===== config.mk =====
export PLATFORM = sky130hd
export DESIGN_NAME = sprite_list_copier
export DESIGN_NICKNAME = d
export VERILOG_FILES = /design/src/verilog/sprite_pkg.sv /design/src/verilog/sprite_list_copier.sv
export SDC_FILE = /design/constraint.sdc
export NUM_CORES = 1
export LEC_CHECK = 0
export BUFFER_PORTS_ARGS = -buffer_cell sky130_fd_sc_hd__buf_2
export CORE_ASPECT_RATIO = 0.9
export CORE_UTILIZATION = 40
export DETAILED_ROUTE_END_ITERATION = 8
export PLACE_DENSITY = 0.71
export SLEW_MARGIN = 20
export SYNTH_ARGS = -nofsm -noshare
export SYNTH_HDL_FRONTEND = slang
export SYNTH_SLANG_ARGS = --single-unit
export TNS_END_PERCENT = 5

===== constraint.sdc =====
create_clock -name clk_sys -period 8.2 [get_ports clk_sys]
set_input_delay 0.41 -clock clk_sys [delete_from_list [all_inputs] [get_ports clk_sys]]
set_output_delay 0.41 -clock clk_sys [all_outputs]
set_load 0.01 [all_outputs]

===== src/verilog/sprite_pkg.sv =====
// shared sprite types and list decode, Terra Cresta layout only
// 512 tiles, pen 0 transparent, no palette bank lookup

package sprite_pkg;

    // ========================================
    // screen and list geometry
    // ========================================
    localparam int SPRITE_COUNT     = 64;
    localparam int BYTES_PER_SPRITE = 4;
    localparam int SPRITE_SIZE      = 16;
    localparam int LINE_WIDTH       = 256;
    localparam int TRANSPARENT_PEN  = 0;
    localparam int Y_BASE           = 240;
    localparam int X_BIAS           = 128;

    // one decoded list entry, 32 bits
    typedef struct packed {
        logic [8:0] tile;
        logic [8:0] x_pos;
        logic [7:0] y_pos;
        logic [3:0] colour;
        logic       flip_x;
        logic       flip_y;
    } sprite_attr_t;

    // line buffer entry
    typedef struct packed {
        logic [3:0] colour;
        logic [3:0] pen;
    } sprite_pixel_t;

    typedef struct packed {
        logic        wr;
        logic [15:0] addr;
        logic [7:0]  data;
    } rom_load_t;

    typedef struct packed {
        logic       wr;
        logic [7:0] addr;
        logic [7:0] data;
    } ram_write_t;

    // four list bytes to attributes
    function automatic sprite_attr_t decode_entry(
        input logic [7:0] y_byte,
        input logic [7:0] tile_byte,
        input logic [7:0] attr_byte,
        input logic [7:0] x_byte
    );
        sprite_attr_t s;
        s.y_pos  = 8'(Y_BASE) - y_byte;
        s.tile   = {attr_byte[1], tile_byte};
        s.flip_x = attr_byte[2];
        s.flip_y = attr_byte[3];
        s.colour = attr_byte[7:4];
        // attr bit 0 is x bit 8, wraps modulo 512
        s.x_pos  = {attr_byte[0], x_byte} - 9'(X_BIAS);
        return s;
    endfunction

endpackage


===== src/verilog/sprite_list_copier.sv =====
// copies the 64 entry list on each vblank rise, 7 clocks per sprite
// CPU writes are not blocked while the copy runs
`timescale 1ns/1ns

module sprite_list_copier (
    input  logic                     clk_sys,
    input  logic                     reset,
    input  logic                     vblank,
    output logic [7:0]               list_addr,
    input  logic [7:0]               list_data,
    output logic                     buf_wr,
    output logic [5:0]               buf_addr,
    output sprite_pkg::sprite_attr_t buf_data,
    output logic                     copy_busy
);

    typedef enum logic [1:0] {
        S_IDLE,
        S_START,
        S_RUN,
        S_DONE
    } state_t;

    // phase 0..3 address bytes, 1..4 capture, 5 decode, 6 write
    localparam logic [2:0] WRITE_PHASE = 3'(sprite_pkg::BYTES_PER_SPRITE + 1);
    localparam logic [2:0] LAST_PHASE  = 3'(sprite_pkg::BYTES_PER_SPRITE + 2);

    state_t      state;
    logic        vblank_q;
    logic        vblank_rise;
    logic [5:0]  sprite_idx;
    logic [2:0]  phase;
    logic [31:0] entry_bytes;
    logic        last_sprite;
    logic        capture;

    assign vblank_rise = vblank && !vblank_q;
    assign last_sprite = (sprite_idx == 6'(sprite_pkg::SPRITE_COUNT - 1));
    assign capture     = (state == S_RUN) && (phase >= 3'd1) &&
                         (phase <= 3'(sprite_pkg::BYTES_PER_SPRITE));

    assign list_addr = {sprite_idx, phase[1:0]};
    assign buf_addr  = sprite_idx;
    assign copy_busy = (state != S_IDLE);

    // ========================================
    // control
    // ========================================
    always_ff @(posedge clk_sys) begin
        if (reset) begin
            vblank_q   <= 1'b0;
            state      <= S_IDLE;
            buf_wr     <= 1'b0;
            sprite_idx <= '0;
            phase      <= '0;
        end else begin
            vblank_q <= vblank;
            buf_wr   <= 1'b0;
            case (state)
                S_IDLE: begin
                    if (vblank_rise) begin
                        state <= S_START;
                    end
                end
                S_START: begin
                    sprite_idx <= '0;
                    phase      <= '0;
                    state      <= S_RUN;
                end
                S_RUN: begin
                    if (phase == WRITE_PHASE) begin
                        buf_wr <= 1'b1;
                    end
                    if (phase == LAST_PHASE) begin
                        phase <= '0;
                        if (last_sprite) begin
                            state <= S_DONE;
                        end else begin
                            sprite_idx <= sprite_idx + 6'd1;
                        end
                    end else begin
                        phase <= phase + 3'd1;
                    end
                end
                S_DONE: begin
                    state <= S_IDLE;
                end
                default: begin
                    state <= S_IDLE;
                end
            endcase
        end
    end

    // ========================================
    // byte capture and decode
    // ========================================
    always_ff @(posedge clk_sys) begin
        // bytes shift in from the top, byte 0 ends up lowest
        if (capture) begin
            entry_bytes <= {list_data, entry_bytes[31:8]};
        end
        if (state == S_RUN && phase == WRITE_PHASE) begin
            buf_data <= sprite_pkg::decode_entry(entry_bytes[7:0], entry_bytes[15:8],
                                                 entry_bytes[23:16], entry_bytes[31:24]);
        end
    end

    // buffer writes only happen inside a copy
    a_wr_during_copy: assert property (
        @(posedge clk_sys) disable iff (reset) buf_wr |-> copy_busy
    );

endmodule


==> results of run 1 <==
-- placed cells by master (no fill, tap or decap), types with 2 or more instances in the layout --
cell type | synthesis | routed
edfxtp_1 | 64 | 64
nand3_1 | 7 | 7
xnor2_1 | 4 | 4
inv_1 | 9 | 9
buf_2 | 3 | 58
dfxtp_1 | 13 | 13
xor2_1 | 4 | 4
o21ai_0 | 2 | 2
ha_1 | 5 | 5
nor3_1 | 3 | 3
bufinv_16 | 0 | 2
a21oi_1 | 6 | 6
clkbuf_8 | 0 | 9
nor2b_1 | 2 | 2
mux2_2 | 2 | 2
nor2_1 | 10 | 9
clkinv_2 | 0 | 2
nand2b_1 | 3 | 3
nand4_1 | 3 | 3
and4b_1 | 3 | 2
nand2_1 | 5 | 5
-- layer usage --
metal,wire [µm],global-route usage,part of all wire,up-vias
met3,199,0.0454,0.050,9
li1,-,-,-,745
met5,0,0,0,-
met1,1890,0.147,0.48,679
met2,1770,0.173,0.45,39
met4,109,0.0790,0.027,0
-- state kept, by name, indices dropped and copies added, names as in the netlist --
signal,cells
phase,3
entry_bytes,32
vblank_q,1
state,2
buf_wr,1
buf_data,32
buf_addr,6
-- critical path: cells and delay by family, from the launching register on --
family,cells,cell delay [ns]
adder cells (fa/ha/maj),1,0.37
AND/OR/NAND/NOR,1,0.69
flip-flops,1,0.33
buffers and inverters,2,0.27
-- path summary, 6_finish.rpt --
check                            startpoint                        end
setup / recovery      state[0]$_SDFFE_PP0P_   entry_bytes[7]$_DFFE_PP_
hold / removal                 list_data[1]  entry_bytes[25]$_DFFE_PP_
setup reg to reg      state[0]$_SDFFE_PP0P_   entry_bytes[7]$_DFFE_PP_
hold reg to reg   entry_bytes[21]$_DFFE_PP_  entry_bytes[13]$_DFFE_PP_
-- where the power goes --
part / internal [W] / switching (W) / total, W
clock: 0.000170 / 0.000128 / 0.000298
sequential: 0.000426 / 0.00000516 / 0.000431
combinational: 0.0000257 / 0.0000421 / 0.0000678
total: 0.000621 / 0.000175 / 0.000796
-- area by class of cell --
type                    instances  area, µm²  share of cell area
clock buffers                   9        124              0.0370
multi-input cells              73        514               0.154
repair buffers                 58        290              0.0867
well taps                      90        113              0.0336
flip-flops and latches         77       2180               0.652
clock inverters                 7       90.1              0.0269
inverters                       9       33.8              0.0101
-- kinds of logic (layout without fill, tap and decap cells) --
family	Yosys count	count (layout)	share of synthesized area
AO/OA/AOI/OAI	18	18	0.0454
multiplexers	2	2	0.00801
XOR/XNOR	8	8	0.0249
buffers and inverters	22	83	0.0441
flip-flops	77	77	0.776
AND/OR/NAND/NOR	40	40	0.0792
adder cells (fa/ha/maj)	5	5	0.0223
-- per-stage QoR --
step | hold slack [ns] | total power, W | instances | util | area [µm²]
detailed placement | 0.430 | 0.000507 | 307 | 0.468 | 3130
finish | 0.253 | 0.000796 | 323 | 0.500 | 3350
CTS | 0.232 | 0.000805 | 323 | 0.500 | 3350
global route | 0.233 | 0.000831 | 323 | 0.500 | 3350
global placement | 0.424 | 0.000505 | 307 | 0.468 | 3130
floorplan | 0.421 | 0.000490 | 172 | - | 2810
==> results.yml, run 1 <==
cells_and_area:
  num-nets-final: 244
  syn_to_final_growth_pct: 19.0
  fillers: 562
  drive_above_1_share: 0.339
  diodes: 0
floorplanning:
  pin_count: 59
  die_w_um: 90.4
  core_area_um2: 6690
  die_area_um2: 7370
  start_util: 0.420
  fp-row-count: 28
  die_y_um: 81.5
timing:
  timing.fmax_ghz: 0.490
  drv_slew: 0
  hold_violations: 0
  rsz0062_at_grt: "false"
  fin_worst_skew_ns: 0.00471
  post-route-period-util: 0.249
  setup_viol: 0
  fin_setup_tns_ns: 0
  maxSlewHeadroom: 0.441
  fin_ws_ns: 6.16
  period_needed_ns: 2.04
  worst_slew_pin_slew_ns: 0.837
worst_setup_path:
  crit_chain: "inv_1, ha_1, inv_1, nor2_4"
  worstPathRequired_ns: 8.16
  cp_max_fo: 32
  criticalPathCategory: "flip-flop to flip-flop"
  end_kind: "flip-flop"
  cp_common_cell: "inv_1"
  worstPathArrival_ns: 2.00
  r2r_cells: 4
  cp_slowest_cell: "nor2_4"
  reg2reg_slack_ns: 6.16
  worst_path_largest_cell_delay_ns: 0.69
  start_kind: "flip-flop"
synthesis:
  synth_top_area_cell: "edfxtp_1"
  yosys-top-cells-area: "edfxtp_1 68%, dfxtp_1 9.3%, ha_1 2.2%"
  synth_cell_types: 35
  synth.most_common_cell: "edfxtp_1"
  synth_edf_count: 64
  synth_fp_nets: 188
  synth_warnings: 0
  synth-main-ff-cell: "edfxtp_1"
  netlist.area_leader.share: 0.684
  seq_area_frac_synth: 0.776
  ys_seq_elements: 77
  postSynthCellCount: 172
  synthArstFlopShare: 0
  synth.cell_area_um2: 2810
  syn_avg_cell_area_um2: 16.3
  synth_commonest_cells: "64 x edfxtp_1, 13 x dfxtp_1, 10 x nor2_1, 9 x inv_1, 8 x buf_4"
power:
  power.leakage_nw: 1.23
  irDropWorstVdd_v: 0.0000962
  p_per_area_nw_per_um2: 238
hold_path:
  hold_class: "input pin to flip-flop"
  hold_depth: 1
routing:
  drt.antenna.violating_nets: 0
  drtPass1Iterations: 4
  wl_per_cell_um: 12.3
  vias: 1472
  via_per_inst: 4.56
  initialDrtViolationCount: 81
  wirelength_mm: 3.97
  drc: 0
clock_network:
  cts_resized: 0
  cts.sinks: 77
  hold_buffers: 0
  cts_tree: "yes"
  numCtsBuffers: 9
  cts_buffer_depth: 2
  postCtsSetupBuffers: 0
  cts.clk_slew.worst_paths_ns: 0.08
  root_buffer: "clkbuf_8"
  htree_levels: 3
  clk_latency_ns: 0.33
global_route:
  grt_pass1_vias: 1371
  grt_max_degree: 34
  grt_usage: 0.118
  grt_pass1_wl_mm: 6.40
  overflow: 0
  antenna_found_initial: 0
placement:
  io_buffers: 58
  gp_congestion: 0.813
  place_hpwl_mm: 2.63
  pre_cts_ws_ns: 6.15
flow_run:
  max-cap-violations: 0
status:
  status: "complete, no violations"
(Power assumes the default switching activity.)
==> run 2, diff against run 1 <==
clock period = 2.1 ns   (was 8.2 ns; I/O delays follow)
==> results.yml, run 2 (synthesized netlist as in run 1, its figures left out) <==
power:
  switchingPower_w: 0.000764
  power.leakage_nw: 1.28
  p_clk_frac: 0.372
  p_sw_frac: 0.245
  power_frac_seq: 0.540
  p_int_w: 0.00235
  combinationalPowerShare: 0.088
  p_per_area_nw_per_um2: 897
  irDropWorstVdd_v: 0.000382
global_route:
  grt_max_degree: 34
  grt_pass1_wl_mm: 6.29
  antenna_found_initial: 0
  overflow: 0
  grt_usage: 0.119
  grt_pass1_vias: 1376
cells_and_area:
  stdcell_count: 334
  final_cell_mix: "64 x edfxtp_1, 58 x buf_2, 13 x dfxtp_1"
  num-nets-final: 255
  fillers: 536
  mostFrequentLayoutCell: "edfxtp_1"
  drive_above_1_share: 0.336
  fin_area_um2: 3470
  syn_to_final_growth_pct: 23.5
  utilization: 0.519
  diodes: 0
routing:
  via_per_inst: 4.69
  drc: 0
  drtPass1Iterations: 4
  drt.antenna.violating_nets: 0
  wl_per_cell_um: 12.9
  initialDrtViolationCount: 68
  wirelength_mm: 4.30
  vias: 1568
worst_setup_path:
  worstSetupStartpoint: "state[0]$_SDFFE_PP0P_"
  cp_top_family: "simple AND/OR/NAND/NOR gates"
  worst_path_largest_cell_delay_ns: 0.38
  cp_slowest_cell: "a2111oi_1"
  worstPathRequired_ns: 2.35
  worstPathArrival_ns: 1.99
  cp_max_fo: 11
  r2r-start: "state[0]$_SDFFE_PP0P_"
  crit_chain: "inv_1, ha_1, and4b_1, nand4_1, a2111oi_1"
  end_kind: "flip-flop"
  criticalPathCategory: "flip-flop to flip-flop"
  critical_path_buf_inv_count: 1
  start_kind: "flip-flop"
clock_network:
  numCtsBuffers: 9
  cts_resized: 0
  cts_buffer_depth: 2
  root_buffer: "clkbuf_8"
  htree_levels: 3
  cts.sinks: 77
  clk_latency_ns: 0.35
  cts.clk_slew.worst_paths_ns: 0.08
  cts_tree: "yes"
  postCtsSetupBuffers: 0
floorplanning:
  pin_count: 59
  core_area_um2: 6690
  die_w_um: 90.4
  fp-row-count: 28
  die_y_um: 81.5
  die_area_um2: 7370
  start_util: 0.420
timing:
  period_needed_ns: 1.75
  worst_slew_pin_slew_ns: 0.372
  hold_ws_ns: 0.0812
  post-route-period-util: 0.831
  timing.fmax_ghz: 0.573
  drv_slew: 0
  fin_worst_skew_ns: 0.00924
  rsz0062_at_grt: "false"
  fin_setup_tns_ns: 0
  hold_violations: 0
  setup_viol: 0
  maxSlewHeadroom: 0.749
hold_path:
  holdCritStartpoint: "reset"
  hold_class: "input pin to flip-flop"
placement:
  gp_congestion: 0.803
  dp.cells: 309
  placed_area_um2: 3170
  io_buffers: 58
  place_hpwl_mm: 2.89
flow_run:
  max-cap-violations: 0
status:
  status: "complete, no violations"
==> run 2: cell count changes in the layout (fill, tap and decap cells not counted), sizes merged <==
cell,before,now
bufinv,2,1
clkinv,4,0
inv,9,14
buf,58,60
dlygate4sd3,0,9
==> run 2: per-layer routing <==
layer,vias up,part of all wire,global-route usage,wire (µm)
met4,0,0.036,0.108,155
met1,736,0.45,0.136,1930
met5,-,0,0,0
met3,10,0.051,0.0389,218
met2,54,0.46,0.182,2000
li1,768,-,-,-
==> run 2: timing repair <==
item	in CTS	in global routing
hold endpoints to repair	9	0
hold buffers	9	0
setup endpoints to repair	0	0
==> run 2: cell type report <==
cell class,instances,area [µm²],area share
Sequential cell,77,2180,0.628
Multi-Input combinational cell,73,514,0.148
Clock buffer,9,124,0.0357
Inverter,9,33.8,0.00973
Tap cell,90,113,0.0324
Clock inverter,7,86.3,0.0249
Timing Repair Buffer,69,420,0.121
==> run 2: final timing paths <==
path | end | slack [ns] | cells after the start
max | buf_addr[4]$_SDFFE_PP0P_ | 0.35 | 5
min | vblank_q$_SDFF_PP0_ | 0.08 | 2
max reg2reg | buf_addr[4]$_SDFFE_PP0P_ | 0.35 | 5
min reg2reg | buf_data[3]$_DFFE_PP_ | 0.45 | 0
==> run 2: worst register-to-register path, stage by stage (launching register included) <==
cell	delay [ns]
dfxtp_1	0.34
inv_1	0.08
ha_1	0.36
and4b_1	0.34
nand4_1	0.15
a2111oi_1	0.38
==> run 2: per-stage QoR <==
stage / setup slack (ns) / total power [W]
2_1_floorplan: 0.0507 / 0.00191
3_3_place_gp: 0.453 / 0.00197
3_5_place_dp: 0.383 / 0.00198
4_1_cts: 0.359 / 0.00315
5_1_grt: 0.213 / 0.00325
6_report: 0.354 / 0.00311
==> run 2: power by group through the flow <==
stage	sequential, W	combinational [W]	clock, W
2_1_floorplan	0.00171	0.000207	0
3_3_place_gp	0.00171	0.000256	0
3_5_place_dp	0.00172	0.000261	0
4_1_cts	0.00168	0.000276	0.00119
5_1_grt	0.00168	0.000310	0.00125
6_report	0.00168	0.000275	0.00116
==> run 3, diff against run 2 <==
clock period = 1.75 ns   (was 2.1 ns; I/O delays follow)
==> results.yml, run 3 (synthesized netlist as in run 1, its figures left out) <==
timing:
  worst_slew_pin_slew_ns: 0.352
  maxSlewHeadroom: 0.763
  hold_ws_ns: 0.0820
  hold_violations: 0
  post-route-period-util: 0.924
  period_needed_ns: 1.62
  fin_ws_ns: 0.133
  fin_worst_skew_ns: 0.00442
  drv_slew: 0
  rsz0062_at_grt: "false"
  setup_viol: 0
  timing.fmax_ghz: 0.618
status:
  status: "complete, no violations"
cells_and_area:
  multi_input_area_um2: 527
  seq_area_um2: 2180
  stdcell_count: 333
  final_cell_mix: "64 x edfxtp_1, 58 x buf_2, 13 x dfxtp_1"
  num-nets-final: 255
  mostFrequentLayoutCell: "edfxtp_1"
  fillers: 563
  syn_to_final_growth_pct: 22.1
  drive_above_1_share: 0.325
  diodes: 0
power:
  total_power_w: 0.00344
  irDropWorstVdd_v: 0.000390
  p_per_area_nw_per_um2: 1000
  power.leakage_nw: 1.25
clock_network:
  numCtsBuffers: 9
  cts_tree: "yes"
  cts_buffer_depth: 2
  htree_levels: 3
  cts.sinks: 77
  cts.clk_slew.worst_paths_ns: 0.07
  root_buffer: "clkbuf_8"
  postCtsSetupBuffers: 0
  clk_latency_ns: 0.33
placement:
  pre_cts_ws_ns: 0.0201
  gp_congestion: 0.831
  place_hpwl_mm: 2.74
  dp.cells: 309
  io_buffers: 58
routing:
  drc: 0
  via_per_inst: 4.55
  vias: 1515
  wirelength_mm: 4.07
  drt.antenna.violating_nets: 0
  wl_per_cell_um: 12.2
  drtPass1Iterations: 4
  initialDrtViolationCount: 66
worst_setup_path:
  crit_chain: "ha_1, nand3_1, o21ai_1, mux2_2, nor2_1"
  criticalPathCategory: "flip-flop to flip-flop"
  worstPathRequired_ns: 2.02
  end_kind: "flip-flop"
  worst_path_largest_cell_delay_ns: 0.42
  cp.depth: 5
  critical_path_buf_inv_count: 0
  r2r_cells: 5
  start_kind: "flip-flop"
  cp_slowest_cell: "dfxtp_1"
  cp_top_family: "flip-flops"
  timing.rr.end: "buf_addr[0]$_SDFFE_PP0P_"
  worstSetupStartpoint: "buf_addr[0]$_SDFFE_PP0P_"
  r2r-start: "buf_addr[0]$_SDFFE_PP0P_"
  cp_max_fo: 6
  reg2reg_slack_ns: 0.13
  worstPathArrival_ns: 1.89
  crit_end: "buf_addr[0]$_SDFFE_PP0P_"
flow_run:
  max-cap-violations: 0
global_route:
  grt_max_degree: 34
  antenna_found_initial: 0
  grt_usage: 0.115
  grt_pass1_vias: 1392
  grt_pass1_wl_mm: 6.27
  overflow: 0
floorplanning:
  pin_count: 59
  fp-row-count: 28
  start_util: 0.420
  die_y_um: 81.5
  core_area_um2: 6690
  die_w_um: 90.4
  die_area_um2: 7370
hold_path:
  hold_class: "input pin to flip-flop"
==> run 3: changes by cell type in the layout (fill, tap and decap cells not counted) <==
cell,previous run,this run
clkbuf_1,0,1
bufinv_16,1,0
clkinv_2,0,1
ha_1,5,4
clkinv_4,0,1
inv_8,2,0
ha_4,0,1
clkinv_1,0,2
inv_6,3,0
==> run 3: area by class of cell <==
cell class,count,share of cell area
multi-input combinational,73,0.153
tap,90,0.0328
clock inverter,5,0.00838
timing repair buffer,69,0.122
clock buffer,10,0.0372
inverter,9,0.00984
sequential,77,0.636
==> run 3: worst min-delay path by stage <==
stage | start | to | slack [ns] | cells past startpoint
after floorplan | reset | buf_wr$_SDFF_PP0_ | 0.16 | 1
after global placement | list_data[3] | entry_bytes[27]$_DFFE_PP_ | 0.27 | 1
after detailed placement | list_data[0] | entry_bytes[24]$_DFFE_PP_ | 0.27 | 1
after CTS | reset | vblank_q$_SDFF_PP0_ | 0.07 | 2
after global routing | reset | vblank_q$_SDFF_PP0_ | 0.08 | 2
final | reset | vblank_q$_SDFF_PP0_ | 0.08 | 2
==> run 3: where the power goes <==
group / leakage, nW / switching (W) / total [W] / internal (W)
Clock: 0.0772 / 0.000570 / 0.00107 / 0.000497
Combinational: 0.493 / 0.000206 / 0.000353 / 0.000148
Sequential: 0.680 / 0.0000294 / 0.00202 / 0.00199
Total: 1.25 / 0.000805 / 0.00344 / 0.00264
==> run 3: repair_timing <==
item	CTS	global route
gates resized for setup	0	2
hold endpoints to repair	9	0
hold buffers	9	0
setup endpoints to repair	0	4
==> run 3: stage by stage <==
stage	util	setup TNS, ns	area (µm²)
floorplan	-	-8.02	2820
global placement	0.474	0	3170
detailed placement	0.474	0	3170
CTS	0.511	0	3420
global route	0.513	0	3430
finish	0.513	0	3430
==> run 3: layer usage <==
| metal | wire, µm | GRT usage |
|---|---|---|
| met5 | 0 | 0 |
| met3 | 189 | 0.0444 |
| met2 | 1980 | 0.187 |
| met4 | 73 | 0.0677 |
| met1 | 1830 | 0.133 |
